==> config.mk <==
export PLATFORM = sky130hd
export DESIGN_NAME = rom_subsys
export DESIGN_NICKNAME = d
export VERILOG_FILES = /design/src/verilog/rom_pkg.sv /design/src/verilog/rom_slot_if.sv /design/src/verilog/rom_subsys.sv /design/src/verilog/rom_csr.sv /design/src/verilog/rom_fetch_arb.sv /design/src/verilog/rom_cache_slot.sv
export SDC_FILE = /design/constraint.sdc
export NUM_CORES = 1
export LEC_CHECK = 0
export ABC_AREA = 1
export BUFFER_PORTS_ARGS = -buffer_cell sky130_fd_sc_hd__buf_2
export CORE_AREA = 2 2 218 220
export DETAILED_ROUTE_END_ITERATION = 8
export DIE_AREA = 0 0 220 222
export RECOVER_POWER = 100
export SLEW_MARGIN = 10
export SYNTH_ARGS = -nofsm -noshare
export SYNTH_HDL_FRONTEND = slang
export SYNTH_HIERARCHICAL = 1
export SYNTH_SLANG_ARGS = --single-unit
==> constraint.sdc <==
create_clock -name clk -period 5.1 [get_ports clk]
set_input_delay 0.255 -clock clk [delete_from_list [all_inputs] [get_ports clk]]
set_output_delay 0.255 -clock clk [all_outputs]
set_load 0.01 [all_outputs]
==> src/verilog/rom_pkg.sv <==
// Shared widths, memory word type and register offsets; imported by every block of the subsystem.
package rom_pkg;

    // Client side.
    localparam int rom_aw = 20;                         // Byte address width of the clients.

    // Memory side.
    localparam int mem_aw = rom_aw - 2;                 // One address per 32-bit word.

    typedef logic [31:0] mem_word_t;                    // One external memory word.

    // Register block.
    localparam int csr_aw = 4;                          // AXI4-Lite address width.

    localparam logic [csr_aw-1:0] csr_ctrl = csr_aw'('h0);  // Priority control.
    localparam logic [csr_aw-1:0] csr_cnt0 = csr_aw'('h4);  // Slot 0 fetch count.
    localparam logic [csr_aw-1:0] csr_cnt1 = csr_aw'('h8);  // Slot 1 fetch count.
    localparam logic [csr_aw-1:0] csr_id   = csr_aw'('hc);  // Read-only ID word.

    // ASCII "ROM1".
    localparam mem_word_t rom_id_value = 32'h524f_4d31;

endpackage
==> src/verilog/rom_slot_if.sv <==
// Miss request and refill path between one cache slot and the fetch arbiter; one instance per slot.
interface rom_slot_if;
    import rom_pkg::*;

    logic              req;                             // Miss pending.
    logic [mem_aw-1:0] word_addr;                       // Word wanted by the cache.
    logic              fill;                            // One-cycle refill strobe.
    mem_word_t         fill_data;                       // Valid with fill.

    // Cache side raises misses and takes refills.
    modport cache (
        output req,
        output word_addr,
        input  fill,
        input  fill_data
    );

    // Arbiter side serves misses.
    modport arbiter (
        input  req,
        input  word_addr,
        output fill,
        output fill_data
    );

endinterface

==> src/verilog/rom_subsys.sv <==
// Top level of the ROM fetch subsystem; two cached clients share one external memory port.
module rom_subsys (
    input  logic                       clk,
    input  logic                       rst_n,
    // Byte client.
    input  logic [rom_pkg::rom_aw-1:0] slot0_addr,
    input  logic                       slot0_addr_ok,
    output logic                       slot0_data_ok,
    output logic [7:0]                 slot0_dout,
    // Halfword client.
    input  logic [rom_pkg::rom_aw-1:0] slot1_addr,
    input  logic                       slot1_addr_ok,
    output logic                       slot1_data_ok,
    output logic [15:0]                slot1_dout,
    // External memory.
    output logic                       mem_req,
    output logic [rom_pkg::mem_aw-1:0] mem_addr,
    input  logic                       mem_ack,
    input  rom_pkg::mem_word_t         mem_rdata,
    // Register port.
    input  logic [rom_pkg::csr_aw-1:0] s_axi_awaddr,
    input  logic                       s_axi_awvalid,
    output logic                       s_axi_awready,
    input  logic [31:0]                s_axi_wdata,
    input  logic [3:0]                 s_axi_wstrb,
    input  logic                       s_axi_wvalid,
    output logic                       s_axi_wready,
    output logic [1:0]                 s_axi_bresp,
    output logic                       s_axi_bvalid,
    input  logic                       s_axi_bready,
    input  logic [rom_pkg::csr_aw-1:0] s_axi_araddr,
    input  logic                       s_axi_arvalid,
    output logic                       s_axi_arready,
    output logic [31:0]                s_axi_rdata,
    output logic [1:0]                 s_axi_rresp,
    output logic                       s_axi_rvalid,
    input  logic                       s_axi_rready
);

    logic [1:0] fetch_done;                             // Arbiter to counters.
    logic       prio_swap;                              // Control bit to arbiter.

    rom_slot_if slot0_if ();
    rom_slot_if slot1_if ();

    rom_cache_slot #(.dw(8)) u_slot0 (
        .clk     (clk),
        .rst_n   (rst_n),
        .addr    (slot0_addr),
        .addr_ok (slot0_addr_ok),
        .data_ok (slot0_data_ok),
        .dout    (slot0_dout),
        .mem     (slot0_if.cache)
    );

    rom_cache_slot #(.dw(16)) u_slot1 (
        .clk     (clk),
        .rst_n   (rst_n),
        .addr    (slot1_addr),
        .addr_ok (slot1_addr_ok),
        .data_ok (slot1_data_ok),
        .dout    (slot1_dout),
        .mem     (slot1_if.cache)
    );

    rom_fetch_arb u_arb (
        .clk        (clk),
        .rst_n      (rst_n),
        .slot0      (slot0_if.arbiter),
        .slot1      (slot1_if.arbiter),
        .prio_swap  (prio_swap),
        .fetch_done (fetch_done),
        .mem_req    (mem_req),
        .mem_addr   (mem_addr),
        .mem_ack    (mem_ack),
        .mem_rdata  (mem_rdata)
    );

    rom_csr u_csr (
        .clk           (clk),
        .rst_n         (rst_n),
        .s_axi_awaddr  (s_axi_awaddr),
        .s_axi_awvalid (s_axi_awvalid),
        .s_axi_awready (s_axi_awready),
        .s_axi_wdata   (s_axi_wdata),
        .s_axi_wstrb   (s_axi_wstrb),
        .s_axi_wvalid  (s_axi_wvalid),
        .s_axi_wready  (s_axi_wready),
        .s_axi_bresp   (s_axi_bresp),
        .s_axi_bvalid  (s_axi_bvalid),
        .s_axi_bready  (s_axi_bready),
        .s_axi_araddr  (s_axi_araddr),
        .s_axi_arvalid (s_axi_arvalid),
        .s_axi_arready (s_axi_arready),
        .s_axi_rdata   (s_axi_rdata),
        .s_axi_rresp   (s_axi_rresp),
        .s_axi_rvalid  (s_axi_rvalid),
        .s_axi_rready  (s_axi_rready),
        .fetch_done    (fetch_done),
        .prio_swap     (prio_swap)
    );

endmodule

==> src/verilog/rom_csr.sv <==
// AXI4-Lite register block for the fetch subsystem; holds priority control, fetch counters and ID.
module rom_csr (
    input  logic                       clk,
    input  logic                       rst_n,
    input  logic [rom_pkg::csr_aw-1:0] s_axi_awaddr,
    input  logic                       s_axi_awvalid,
    output logic                       s_axi_awready,
    input  logic [31:0]                s_axi_wdata,
    input  logic [3:0]                 s_axi_wstrb,
    input  logic                       s_axi_wvalid,
    output logic                       s_axi_wready,
    output logic [1:0]                 s_axi_bresp,
    output logic                       s_axi_bvalid,
    input  logic                       s_axi_bready,
    input  logic [rom_pkg::csr_aw-1:0] s_axi_araddr,
    input  logic                       s_axi_arvalid,
    output logic                       s_axi_arready,
    output logic [31:0]                s_axi_rdata,
    output logic [1:0]                 s_axi_rresp,
    output logic                       s_axi_rvalid,
    input  logic                       s_axi_rready,
    input  logic [1:0]                 fetch_done,      // One pulse per finished fetch.
    output logic                       prio_swap
);
    import rom_pkg::*;

    logic        wr_en;                                 // Address and data taken together.
    logic        rd_en;                                 // Read address taken.
    logic [1:0]  cnt_clr;                               // Counter write strobes.
    logic [31:0] ctrl_q;
    logic [31:0] cnt_q [2];                             // Fetch counters per slot.
    logic [31:0] rd_mux;

    // One transaction of each kind at a time.
    assign wr_en         = s_axi_awvalid && s_axi_wvalid && !s_axi_bvalid;
    assign s_axi_awready = wr_en;
    assign s_axi_wready  = wr_en;
    assign rd_en         = s_axi_arvalid && !s_axi_rvalid;
    assign s_axi_arready = !s_axi_rvalid;

    assign s_axi_bresp = 2'b00;                         // Always OKAY.
    assign s_axi_rresp = 2'b00;

    assign cnt_clr[0] = wr_en && (s_axi_awaddr == csr_cnt0);
    assign cnt_clr[1] = wr_en && (s_axi_awaddr == csr_cnt1);

    always_ff @(posedge clk or negedge rst_n) begin
        if (!rst_n) begin
            s_axi_bvalid <= 1'b0;
            s_axi_rvalid <= 1'b0;
            ctrl_q       <= '0;
            cnt_q[0]     <= '0;
            cnt_q[1]     <= '0;
        end else begin
            // Write response.
            if (wr_en) begin
                s_axi_bvalid <= 1'b1;
            end else if (s_axi_bready) begin
                s_axi_bvalid <= 1'b0;
            end
            // Read response.
            if (rd_en) begin
                s_axi_rvalid <= 1'b1;
            end else if (s_axi_rready) begin
                s_axi_rvalid <= 1'b0;
            end
            if (wr_en && s_axi_awaddr == csr_ctrl) begin
                for (int b = 0; b < 4; b++) begin
                    if (s_axi_wstrb[b]) begin
                        ctrl_q[8*b +: 8] <= s_axi_wdata[8*b +: 8];
                    end
                end
            end
            // Write of any value clears; it wins over a fetch.
            for (int i = 0; i < 2; i++) begin
                if (cnt_clr[i]) begin
                    cnt_q[i] <= '0;
                end else if (fetch_done[i]) begin
                    cnt_q[i] <= cnt_q[i] + 32'd1;
                end
            end
        end
    end

    always_comb begin
        unique case (s_axi_araddr)
            csr_ctrl: rd_mux = ctrl_q;
            csr_cnt0: rd_mux = cnt_q[0];
            csr_cnt1: rd_mux = cnt_q[1];
            csr_id:   rd_mux = rom_id_value;
            default:  rd_mux = '0;                      // Unaligned reads.
        endcase
    end

    always_ff @(posedge clk) begin
        if (rd_en) begin
            s_axi_rdata <= rd_mux;                      // Held while rvalid waits.
        end
    end

    assign prio_swap = ctrl_q[0];

endmodule

==> src/verilog/rom_fetch_arb.sv <==
// Fixed-priority fetch arbiter; serves slot misses one at a time on the external memory port.
module rom_fetch_arb (
    input  logic                       clk,
    input  logic                       rst_n,
    rom_slot_if.arbiter                slot0,
    rom_slot_if.arbiter                slot1,
    input  logic                       prio_swap,       // Slot 1 wins ties when set.
    output logic [1:0]                 fetch_done,      // Finished fetch per slot.
    output logic                       mem_req,
    output logic [rom_pkg::mem_aw-1:0] mem_addr,
    input  logic                       mem_ack,
    input  rom_pkg::mem_word_t         mem_rdata
);
    import rom_pkg::*;

    typedef enum logic [1:0] {
        st_idle,                                        // No fetch in flight.
        st_wait,                                        // Memory request out.
        st_fill                                         // Word back to the slot.
    } state_t;

    state_t    state;
    logic      grant;                                   // Slot being served.
    logic      pick;                                    // Winner among pending slots.
    logic      any_req;
    logic      fill_s;
    mem_word_t rdata_q;                                 // Word from the memory.

    assign any_req = slot0.req || slot1.req;

    // Slot 0 first unless swapped.
    assign pick = prio_swap ? slot1.req : !slot0.req;

    always_ff @(posedge clk or negedge rst_n) begin
        if (!rst_n) begin
            state <= st_idle;
            grant <= 1'b0;
        end else begin
            unique case (state)
                st_idle: begin
                    if (any_req) begin
                        grant <= pick;                  // Held for the whole fetch.
                        state <= st_wait;
                    end
                end
                st_wait: begin
                    if (mem_ack) begin
                        state <= st_fill;               // No timeout on slow memory.
                    end
                end
                st_fill: begin
                    state <= st_idle;
                end
                default: begin
                    state <= st_idle;
                end
            endcase
        end
    end

    always_ff @(posedge clk) begin
        if (state == st_wait && mem_ack) begin
            rdata_q <= mem_rdata;
        end
    end

    // Memory port follows the granted slot.
    assign mem_req  = (state == st_wait);
    assign mem_addr = grant ? slot1.word_addr : slot0.word_addr;

    // Refill goes to the granted slot only.
    assign fill_s          = (state == st_fill);
    assign slot0.fill      = fill_s && !grant;
    assign slot1.fill      = fill_s && grant;
    assign slot0.fill_data = rdata_q;
    assign slot1.fill_data = rdata_q;

    assign fetch_done = {fill_s && grant, fill_s && !grant};

endmodule

==> src/verilog/rom_cache_slot.sv <==
// Two-entry word cache for one ROM client; instantiated per slot with dw of 8 or 16.
module rom_cache_slot #(
    parameter int dw = 8                                // Client data width, 8 or 16.
) (
    input  logic                       clk,
    input  logic                       rst_n,
    input  logic [rom_pkg::rom_aw-1:0] addr,            // Client byte address.
    input  logic                       addr_ok,         // Address valid.
    output logic                       data_ok,         // Data ready strobe.
    output logic [dw-1:0]              dout,
    rom_slot_if.cache                  mem
);
    import rom_pkg::*;

    localparam int lsb    = $clog2(dw / 8);             // Lowest lane select bit.
    localparam int lane_w = 2 - lsb;                    // Lanes per word, as bits.

    // Cached words and their tags.
    logic [mem_aw-1:0] tag0;
    logic [mem_aw-1:0] tag1;
    mem_word_t         word0;
    mem_word_t         word1;

    logic              empty;                           // No valid entry yet.
    logic              victim;                          // Entry the next fill replaces.
    logic [mem_aw-1:0] wa;                              // Word address of the client.
    logic              hit0;
    logic              hit1;
    logic              hit;
    logic              hit_now;                         // Valid request that hits.
    logic              same_addr;                       // Address unchanged since last edge.
    logic [1:0]        ok_sr;                           // Hit delay line.
    logic [rom_aw-1:0] addr_q;
    logic [lane_w-1:0] lane;
    mem_word_t         word_sel;

    assign wa        = addr[rom_aw-1:2];
    assign hit0      = !empty && (tag0 == wa);
    assign hit1      = !empty && (tag1 == wa);
    assign hit       = hit0 || hit1;
    assign hit_now   = addr_ok && hit;
    assign same_addr = (addr == addr_q);

    // An empty cache always asks for the current word.
    assign mem.req       = empty || (addr_ok && !hit);
    assign mem.word_addr = wa;

    assign word_sel = hit0 ? word0 : word1;             // Entry 1 when neither hits.
    assign lane     = addr[1:lsb];                      // Byte or halfword select.

    // Control state.
    always_ff @(posedge clk or negedge rst_n) begin
        if (!rst_n) begin
            empty   <= 1'b1;
            victim  <= 1'b0;
            ok_sr   <= '0;
            data_ok <= 1'b0;
        end else begin
            if (mem.fill) begin
                empty <= 1'b0;
                if (!empty) begin
                    victim <= ~victim;                  // Alternate entries.
                end
            end
            // Restart the delay when the hit breaks or the address moves.
            ok_sr[0] <= hit_now;
            ok_sr[1] <= ok_sr[0] && hit_now && same_addr;
            data_ok  <= ok_sr[1] && hit_now && same_addr;
        end
    end

    // Entries and output lane.
    always_ff @(posedge clk) begin
        addr_q <= addr;
        if (mem.fill) begin
            if (empty || !victim) begin
                tag0  <= wa;                            // First fill loads both.
                word0 <= mem.fill_data;
            end
            if (empty || victim) begin
                tag1  <= wa;
                word1 <= mem.fill_data;
            end
        end
        if (hit_now) begin
            dout <= word_sel[lane*dw +: dw];            // Lane picked by low bits.
        end
    end

endmodule

==> flow_summary.yaml, run 1 <==
outcome:
  status: "complete, but fails checks"
  violations: "max-capacitance violations, max-slew violations"
detailed_routing:
  postRouteAntennaNets: 0
  drt-vias-per-instance: 4.943
  drtIter0Drc: 1105
  route.detailed.drc: 0
  drt_wl_total_um: 50230
  first_pass_iters: 6
  routedWlPerCell_um: 16.84
  vias: 14740
floorplanning:
  die_area_um2: 48840
  start_util_pct: 43.80
  die_h_um: 222
  fp.coreArea_um2: 46260
  ios: 212
  die_w_um: 220
  num_rows: 79
logic_synthesis:
  yosysTopAreaCell: "edfxtp_1"
  synth-compound-area-share_pct: 4.174
  seq_area_frac_synth_pct: 60.35
  synthXorXnorAreaFrac_pct: 2.075
  synth_top_family_by_area: "simple AND/OR/NAND/NOR gates"
  syn-mean-instance-area_um2: 9.751
  synth-main-ff-cell: "edfxtp_1"
  synth_cell_types: 49
  synthMuxAreaShare_pct: 1.778
  ys.warnings.count: 6
  synth_simple_gate_area_share_pct: 21.41
  synth_top_area_share_pct: 42.68
  synthTopCellsByArea: "edfxtp_1 (43%), dfrtp_1 (13%), nand2_1 (9.5%)"
  async_reset_ff_share_pct: 25.28
  synth_enable_flop_cells: 288
  syn_inst: 2078
  synthAdderAreaFrac_pct: 0.1235
  synth-seq-cells: 439
  synth_area_um2: 20260
placement:
  place.gp.congestion: 0.9677
  dpl_worst_slack_ns: 1.737
  io_buffers: 207
  hpwl_um: 34410
critical_path:
  critPathCaptureType: "flip-flop"
  reg2reg_depth: 5
  cp.arrival_ns: 4.19
  startpoint: "u_arb/grant$_DFFE_PN0P_"
  cp_max_fo: 30
  crit_required_ns: 5.32
  critical_path_class: "reg2reg"
  startpoint_type: "flip-flop"
  r2r-start: "u_arb/grant$_DFFE_PN0P_"
cells_and_area:
  layout_common_cells: "nand2_1 (519), inv_1 (290), edfxtp_1 (288), nor2_1 (192), clkbuf_1 (135)"
  syn_to_final_growth_pct: 16.68
  multi_input_area_um2: 5901
  layout.nets: 2464
  regArea_um2: 12230
  layout_commonest_cell: "nand2_1"
  drive_gt1_share_pct: 10.49
  fill_cells: 4287
flow_run:
  cap_violations: 5
sta:
  report.final.slew_viol_count: 211
  finalCriticalPeriod_ns: 3.969
  finalCritPeriodShare_pct: 77.83
  rsz0062_at_grt: "no"
  skew_ns: 0.02382
  setup_viol: 0
  tightest_slew_ns: 2.716
  finalHoldViolCount: 0
  setup-tns-final_ns: 0
  max_slew_margin_pct: -81.72
  fmax_ghz: 0.2519
  timing.final.ws_setup_ns: 1.131
pwr:
  power.leakage_nw: 10.15
  p_clk_share_pct: 38.1
  power_switching_mw: 2.336
  pwr-share-seq_pct: 50.2
  p_per_area_nw_per_um2: 373.2
  p_comb_share_pct: 11.7
  vdd_drop_max_mv: 0.2786
  internal_power_mw: 6.489
  switching_share_pct: 26.47
clock_tree:
  cts_buffers: 47
  ctsResizeCount: 0
  postCtsSetupBuffers: 0
  htree_levels: 2
  clock_path_buffers: 3
  path_clk_slew_ns: 0.06
  clock_latency_ns: 0.59
  clkSinkCount: 439
  cts-root-buf: "clkbuf_16"
  postCtsHoldBufs: 111
  cts_tree: "done"
global_route:
  grt_pass1_vias: 14080
  grt_pass1_wl_um: 77290
  antenna_found_initial: 1
  grt_usage_pct: 20.41
  overflow: 0
  grt_start_max_net_pins: 77
worst_hold_path:
  hp-class: "in2reg"
  holdPathStages: 3
  min_from: "s_axi_awvalid"
-- stage by stage --
stage	hold slack [ns]	cell area, um2	instances	power, mW	util, %
finish	0.02304	23640	2982	8.825	51.11
global route	0.02419	23640	2982	9.221	51.11
CTS	0.02832	24000	2981	8.950	51.87
detailed placement	0.3959	21380	2783	5.493	46.21
global placement	0.3868	21380	2783	5.468	46.21
floorplan	-0.04059	20270	2081	5.117	-
-- metal layers --
| layer | vias up | GRT usage, % | share of wire [%] |
|---|---|---|---|
| li1 | 7236 | - | - |
| met1 | 6949 | 27.38 | 44 |
| met2 | 459 | 33.00 | 47 |
| met3 | 93 | 4.650 | 6.5 |
| met4 | 2 | 5.845 | 2.5 |
| met5 | - | 0.9091 | 0.12 |
-- cell families after synthesis --
kind of cell             count (synthesis)
AND/OR/NAND/NOR                        974
other                                    1
multiplexers                            32
AO/OA/AOI/OAI                          143
flip-flops                             439
buffers and inverters                  439
adder cells (fa/ha/maj)                  2
XOR/XNOR                                48
-- registers in the layout, summed over array words and instances (netlist names), 20 cells and up --
signal and flops:
u_csr/cnt_q 64, u_arb/slot0.fill_data 32, u_csr/ctrl_q 32, u_csr/s_axi_rdata 32
u_slot0/word0 32, u_slot0/word1 32, u_slot1/word0 32, u_slot1/word1 32
u_slot0/addr_q 20, u_slot1/addr_q 20
-- worst max-delay path, stage by stage (launching register included) --
cell      delay [ns]
dfrtp_1         0.61
nor3_1          0.28
clkbuf_1        0.60
inv_1           0.22
a21oi_2         1.34
clkbuf_1        0.55
-- cells in the mapped netlist (8+ instances only) --
master     count
a21oi_1       37
buf_2         31
buf_4         77
clkbuf_1       8
dfrtp_1      109
dfxtp_1       40
edfxtp_1     288
inv_1        289
inv_2         22
mux2_2        31
nand2_1      511
nand3_1      118
nand3_2       11
nand4_1       87
nor2_1       184
nor2_2        15
nor2_4        11
nor3_1        12
o2111ai_1     10
o211ai_1      19
o21ai_0       54
o21ai_1        8
xnor2_1       39
xor2_1         9
-- final cells by class --
cell class | instances | area share (%)
flip-flops and latches | 439 | 51.72
diodes | 1 | 0.01058
inverters | 313 | 4.969
repair buffers | 332 | 8.753
clock inverters | 33 | 1.291
multi-input cells | 1203 | 24.96
well taps | 607 | 3.212
clock buffers | 54 | 5.085
-- final timing paths --
path	slack, ns	to
hold reg to reg	0.50	u_csr/ctrl_q[24]$_DFFE_PN0P_
hold / removal	0.02	u_csr/s_axi_bvalid$_DFFE_PN0P_
max in group asynchronous	1.55	u_csr/cnt_q[48]$_DFFE_PN0P_
setup reg to reg	1.13	u_slot0/word0[2]$_DFFE_PP_
min in group asynchronous	0.74	u_csr/s_axi_rvalid$_DFFE_PN0P_
setup / recovery	1.13	u_slot0/word0[2]$_DFFE_PP_
-- power by group through the flow --
stage	clock network, mW	logic [mW]	registers [mW]
2_1_floorplan	0	0.706	4.41
3_3_place_gp	0	0.984	4.48
3_5_place_dp	0	0.996	4.50
4_1_cts	3.45	1.07	4.43
5_1_grt	3.61	1.15	4.47
6_report	3.36	1.03	4.43
(Power assumes the default switching activity.)
==> run 2: changes to the inputs <==
==> constraint.sdc (replaced) <==
create_clock -name clk -period 4.1 [get_ports clk]
set_input_delay 0.205 -clock clk [delete_from_list [all_inputs] [get_ports clk]]
set_output_delay 0.205 -clock clk [all_outputs]
set_load 0.01 [all_outputs]
==> flow_summary.yaml, run 2 (same netlist as run 1, synthesis figures left out) <==
critical_path:
  path_cells: "nor3_1, clkbuf_1, inv_1, a21oi_4, buf_4"
  critical_path_class: "reg2reg"
  startpoint_type: "flip-flop"
  cpMaxStageDelayCell: "a21oi_4"
  cp_max_fo: 26
  r2r-start: "u_arb/grant$_DFFE_PN0P_"
  timing.rr.end: "u_slot0/word0[4]$_DFFE_PP_"
  cp.arrival_ns: 3.46
  reg2reg_depth: 5
  crit_required_ns: 4.37
  cpPeakStageDelay_ns: 0.77
  rrSetupSlack_ns: 0.91
  critPathCaptureType: "flip-flop"
detailed_routing:
  routedWlPerCell_um: 16.80
  route.detailed.drc: 0
  drtIter0Drc: 1256
  postRouteAntennaNets: 0
  first_pass_iters: 6
  drt-vias-per-instance: 4.920
  vias: 14730
  drt_wl_total_um: 50270
cells_and_area:
  layout_commonest_cell: "nand2_1"
  drive_gt1_share_pct: 10.78
  layout_common_cells: "nand2_1 (518), inv_1 (292), edfxtp_1 (288), nor2_1 (193), clkbuf_1 (138)"
  layout.nets: 2474
  largest_reg_flops: 64
  fin_area_um2: 23880
  syn_to_final_growth_pct: 17.86
  regMostFlops: "u_csr/cnt_q"
  fin_cells: 2993
floorplanning:
  die_w_um: 220
  die_h_um: 222
  die_area_um2: 48840
  fp.coreArea_um2: 46260
  ios: 212
  start_util_pct: 43.80
  num_rows: 79
worst_hold_path:
  holdPathStages: 3
  min_from: "s_axi_awaddr[2]"
  holdPathEnd: "u_csr/cnt_q[2]$_DFFE_PN0P_"
  hp-class: "in2reg"
clock_tree:
  htree_levels: 2
  cts-root-buf: "clkbuf_16"
  clock_path_buffers: 3
  clkSinkCount: 439
  clock_latency_ns: 0.59
  path_clk_slew_ns: 0.06
  cts_buffers: 48
  cts_tree: "done"
pwr:
  p_per_area_nw_per_um2: 471.4
  p_clk_share_pct: 39.7
  pwr-share-seq_pct: 49.0
  switching_share_pct: 25.62
  internal_power_mw: 8.374
  power.leakage_nw: 10.28
  vdd_drop_max_mv: 0.3505
  p_comb_share_pct: 11.3
  power_switching_mw: 2.885
sta:
  max_slew_margin_pct: -105.5
  rsz0062_at_grt: "no"
  finalHoldViolCount: 0
  setup-tns-final_ns: 0
  finalCritPeriodShare_pct: 77.91
  tightest_slew_ns: 3.082
  setup_viol: 0
  timing.final.ws_setup_ns: 0.9055
  finalCriticalPeriod_ns: 3.194
  skew_ns: 0.02534
  fmax_ghz: 0.3130
  report.final.slew_viol_count: 120
placement:
  place.gp.congestion: 0.9671
  io_buffers: 207
  place_area_um2: 21430
  hpwl_um: 34780
  dpl_worst_slack_ns: 1.387
  dpl.cell_count: 2789
flow_run:
  cap_violations: 3
global_route:
  antenna_found_initial: 1
  grt_pass1_wl_um: 78590
  grt_usage_pct: 20.67
  grt_start_max_net_pins: 54
  overflow: 0
  grt_pass1_vias: 14620
outcome:
  violations: "max-capacitance violations, max-slew violations"
  status: "complete, but fails checks"
==> run 2: how the worst max path moves through the flow <==
stage,startpoint,to,cells past startpoint
6_report,u_arb/grant$_DFFE_PN0P_,u_slot0/word0[4]$_DFFE_PP_,5
5_1_grt,rst_n,u_csr/cnt_q[54]$_DFFE_PN0P_,3
4_1_cts,u_arb/grant$_DFFE_PN0P_,u_slot0/word0[8]$_DFFE_PP_,5
3_5_place_dp,slot0_addr[19],u_slot0/dout[7]$_DFFE_PP_,10
3_3_place_gp,slot0_addr[16],u_slot0/dout[4]$_DFFE_PP_,11
2_1_floorplan,u_arb/grant$_DFFE_PN0P_,u_slot0/victim$_DFFE_PN0P_,6
==> run 2: repair_timing <==
action / CTS / global route
hold buffers: 114 / 0
resized for setup: 0 / 0
buffers inserted: 0 / 0
hold endpoints to repair: 235 / 0
==> run 2: layout make-up <==
| class | count | area (um2) |
|---|---|---|
| clock inverter | 27 | 317.8 |
| tap | 607 | 759.5 |
| clock buffer | 62 | 1325 |
| fill | 4255 | 22380 |
| sequential | 439 | 12230 |
| multi-input combinational | 1203 | 5908 |
| timing repair buffer | 341 | 2165 |
| inverter | 313 | 1175 |
| antenna | 1 | 2.502 |
==> run 2: through the flow <==
| step | util [%] | hold slack (ns) | total power [mW] |
|---|---|---|---|
| global placement | 46.34 | 0.3041 | 6.785 |
| detailed placement | 46.34 | 0.3090 | 6.827 |
| global route | 51.63 | 0.05647 | 11.75 |
| floorplan | - | -0.09059 | 6.364 |
| finish | 51.63 | 0.02839 | 11.26 |
| CTS | 52.35 | 0.01116 | 11.41 |
==> run 2: layer usage <==
| metal | up-vias | part of all wire [%] | global-route usage, % |
|---|---|---|---|
| met1 | 6904 | 43 | 27.66 |
| met3 | 98 | 6.4 | 3.978 |
| met4 | 0 | 3.0 | 7.577 |
| met5 | - | 0 | 0 |
| li1 | 7259 | - | - |
| met2 | 464 | 47 | 33.37 |
==> run 2: worst max-delay path, delay by kind of cell (launching register included) <==
kind                   cells  cell delay, ns
and+or+nand+nor            1            0.29
DFF                        1            0.61
AOI/OAI and AO/OA          1            0.77
buffers and inverters      3            1.18
==> run 2: power groups by stage <==
| stage | sequential [mW] | clock (mW) | combinational (mW) |
|---|---|---|---|
| after CTS | 5.51 | 4.57 | 1.32 |
| after detailed placement | 5.60 | 0 | 1.23 |
| after floorplan | 5.49 | 0 | 0.878 |
| after global placement | 5.58 | 0 | 1.20 |
| after global routing | 5.56 | 4.76 | 1.43 |
| final | 5.52 | 4.47 | 1.27 |
==> run 3: changes to the inputs <==
==> constraint.sdc (replaced) <==
create_clock -name clk -period 3.25 [get_ports clk]
set_input_delay 0.1625 -clock clk [delete_from_list [all_inputs] [get_ports clk]]
set_output_delay 0.1625 -clock clk [all_outputs]
set_load 0.01 [all_outputs]
==> flow_summary.yaml, run 3 (same netlist as run 1, synthesis figures left out) <==
placement:
  place.gp.congestion: 0.9435
  hpwl_um: 34660
  place_area_um2: 21480
  io_buffers: 207
floorplanning:
  ios: 212
  die_area_um2: 48840
  num_rows: 79
  fp.coreArea_um2: 46260
  die_h_um: 222
  start_util_pct: 43.80
  die_w_um: 220
global_route:
  grt_pass1_wl_um: 77760
  grt_start_max_net_pins: 61
  overflow: 0
  antenna_found_initial: 0
  grt_pass1_vias: 14310
  grt_usage_pct: 20.40
critical_path:
  crit_required_ns: 3.75
  timing.rr.end: "u_csr/cnt_q[55]$_DFFE_PN0P_"
  critPathCaptureType: "flip-flop"
  reg2reg_depth: 11
  cp_max_fo: 21
  rrSetupSlack_ns: 0.67
  cp.arrival_ns: 3.08
  critical_path_class: "reg2reg"
  startpoint_type: "flip-flop"
  r2r-start: "u_arb/grant$_DFFE_PN0P_"
worst_hold_path:
  hp-class: "in2reg"
  min_from: "s_axi_wstrb[3]"
  holdPathEnd: "u_csr/ctrl_q[24]$_DFFE_PN0P_"
  holdPathStages: 3
detailed_routing:
  drt-vias-per-instance: 4.917
  drtIter0Drc: 1294
  routedWlPerCell_um: 16.64
  postRouteAntennaNets: 0
  first_pass_iters: 6
  drt_wl_total_um: 49840
  vias: 14730
  route.detailed.drc: 0
sta:
  skew_ns: 0.02798
  rsz0062_at_grt: "no"
  tightest_slew_ns: 1.790
  hold_slack_ns: 0.2016
  finalCritPeriodShare_pct: 79.28
  report.final.slew_viol_count: 66
  fmax_ghz: 0.3881
  setup-tns-final_ns: 0
  finalHoldViolCount: 0
  max_slew_margin_pct: -19.35
  setup_viol: 0
  finalCriticalPeriod_ns: 2.577
cells_and_area:
  insertedDiodeCount: 0
  largest_reg_flops: 64
  layout_common_cells: "nand2_1 (519), inv_1 (292), edfxtp_1 (288), nor2_1 (190), clkbuf_1 (132)"
  fill_cells: 4191
  fin_area_um2: 23920
  layout_commonest_cell: "nand2_1"
  regMostFlops: "u_csr/cnt_q"
  utilization_pct: 51.72
  layout.nets: 2478
  syn_to_final_growth_pct: 18.07
  drive_gt1_share_pct: 11.05
clock_tree:
  path_clk_slew_ns: 0.06
  clock_path_buffers: 3
  cts-root-buf: "clkbuf_16"
  cts_tree: "done"
  clock_latency_ns: 0.58
  cts_buffers: 47
  ctsResizeCount: 0
  clkSinkCount: 439
  htree_levels: 2
flow_run:
  cap_violations: 2
outcome:
  violations: "max-capacitance violations, max-slew violations"
  status: "complete, but fails checks"
pwr:
  power.leakage_nw: 10.27
  p_total_mw: 14.19
  vdd_drop_max_mv: 0.4341
  p_per_area_nw_per_um2: 592.9
==> run 3: changes by cell type in the layout (fill, tap and decap cells not counted), sizes merged <==
cell / change
clkbuf: -7
buf: +6
clkinvlp: +3
bufinv: +1
diode: -1
dlygate4sd3: +1
==> run 3: area by class of cell <==
type / count / area (um2) / share of cell area (%)
tap: 607 / 759.5 / 3.175
inverter: 313 / 1175 / 4.911
clock buffer: 57 / 1255 / 5.246
clock inverter: 31 / 375.4 / 1.569
multi-input combinational: 1203 / 5914 / 24.72
sequential: 439 / 12230 / 51.12
timing repair buffer: 346 / 2216 / 9.262
==> run 3: stage by stage <==
step,worst slack (ns),instances
2_1_floorplan,0.4471,2081
3_3_place_gp,1.078,2793
3_5_place_dp,1.058,2793
4_1_cts,1.017,2996
5_1_grt,0.4025,2996
6_report,0.6733,2996
==> run 3: power by group <==
| part | total, mW | switching (mW) | internal (mW) |
|---|---|---|---|
| Sequential | 6.92 | 0.337 | 6.59 |
| Clock | 5.60 | 2.21 | 3.39 |
| Combinational | 1.66 | 1.10 | 0.560 |
==> run 3: metal layers <==
metal | global-route usage, % | up-vias | routed length [um]
li1 | - | 7271 | -
met1 | 27.58 | 6943 | 21750
met2 | 33.50 | 436 | 23640
met3 | 3.388 | 80 | 3189
met4 | 6.408 | 0 | 1258
met5 | 0 | - | 0
==> run 3: what timing repair did <==
item / CTS / global route
endpoints found under the hold margin: 235 / 0
hold buffers: 115 / 0
buffers inserted: 0 / 0
==> run 3: critical path: stages, from the launching register on <==
cell and delay (ns):
dfrtp_1 0.36, buf_4 0.21, nor3_1 0.20, clkbuf_1 0.51
inv_1 0.19, nor2_4 0.19, nand2_1 0.14, nor2_1 0.34
nand3_1 0.15, nand2_1 0.09, nand2_1 0.04, nor2_1 0.09
==> run 3: how the worst max path moves through the flow <==
stage                                  from                           to  slack, ns
floorplan           u_arb/grant$_DFFE_PN0P_   u_slot0/victim$_DFFE_PN0P_       0.45
global placement    u_arb/grant$_DFFE_PN0P_  u_slot1/word1[19]$_DFFE_PP_       1.08
detailed placement  u_arb/grant$_DFFE_PN0P_  u_slot1/word0[20]$_DFFE_PP_       1.06
CTS                 u_arb/grant$_DFFE_PN0P_   u_csr/cnt_q[2]$_DFFE_PN0P_       1.02
global route        u_arb/grant$_DFFE_PN0P_  u_csr/cnt_q[44]$_DFFE_PN0P_       0.40
finish              u_arb/grant$_DFFE_PN0P_  u_csr/cnt_q[55]$_DFFE_PN0P_       0.67
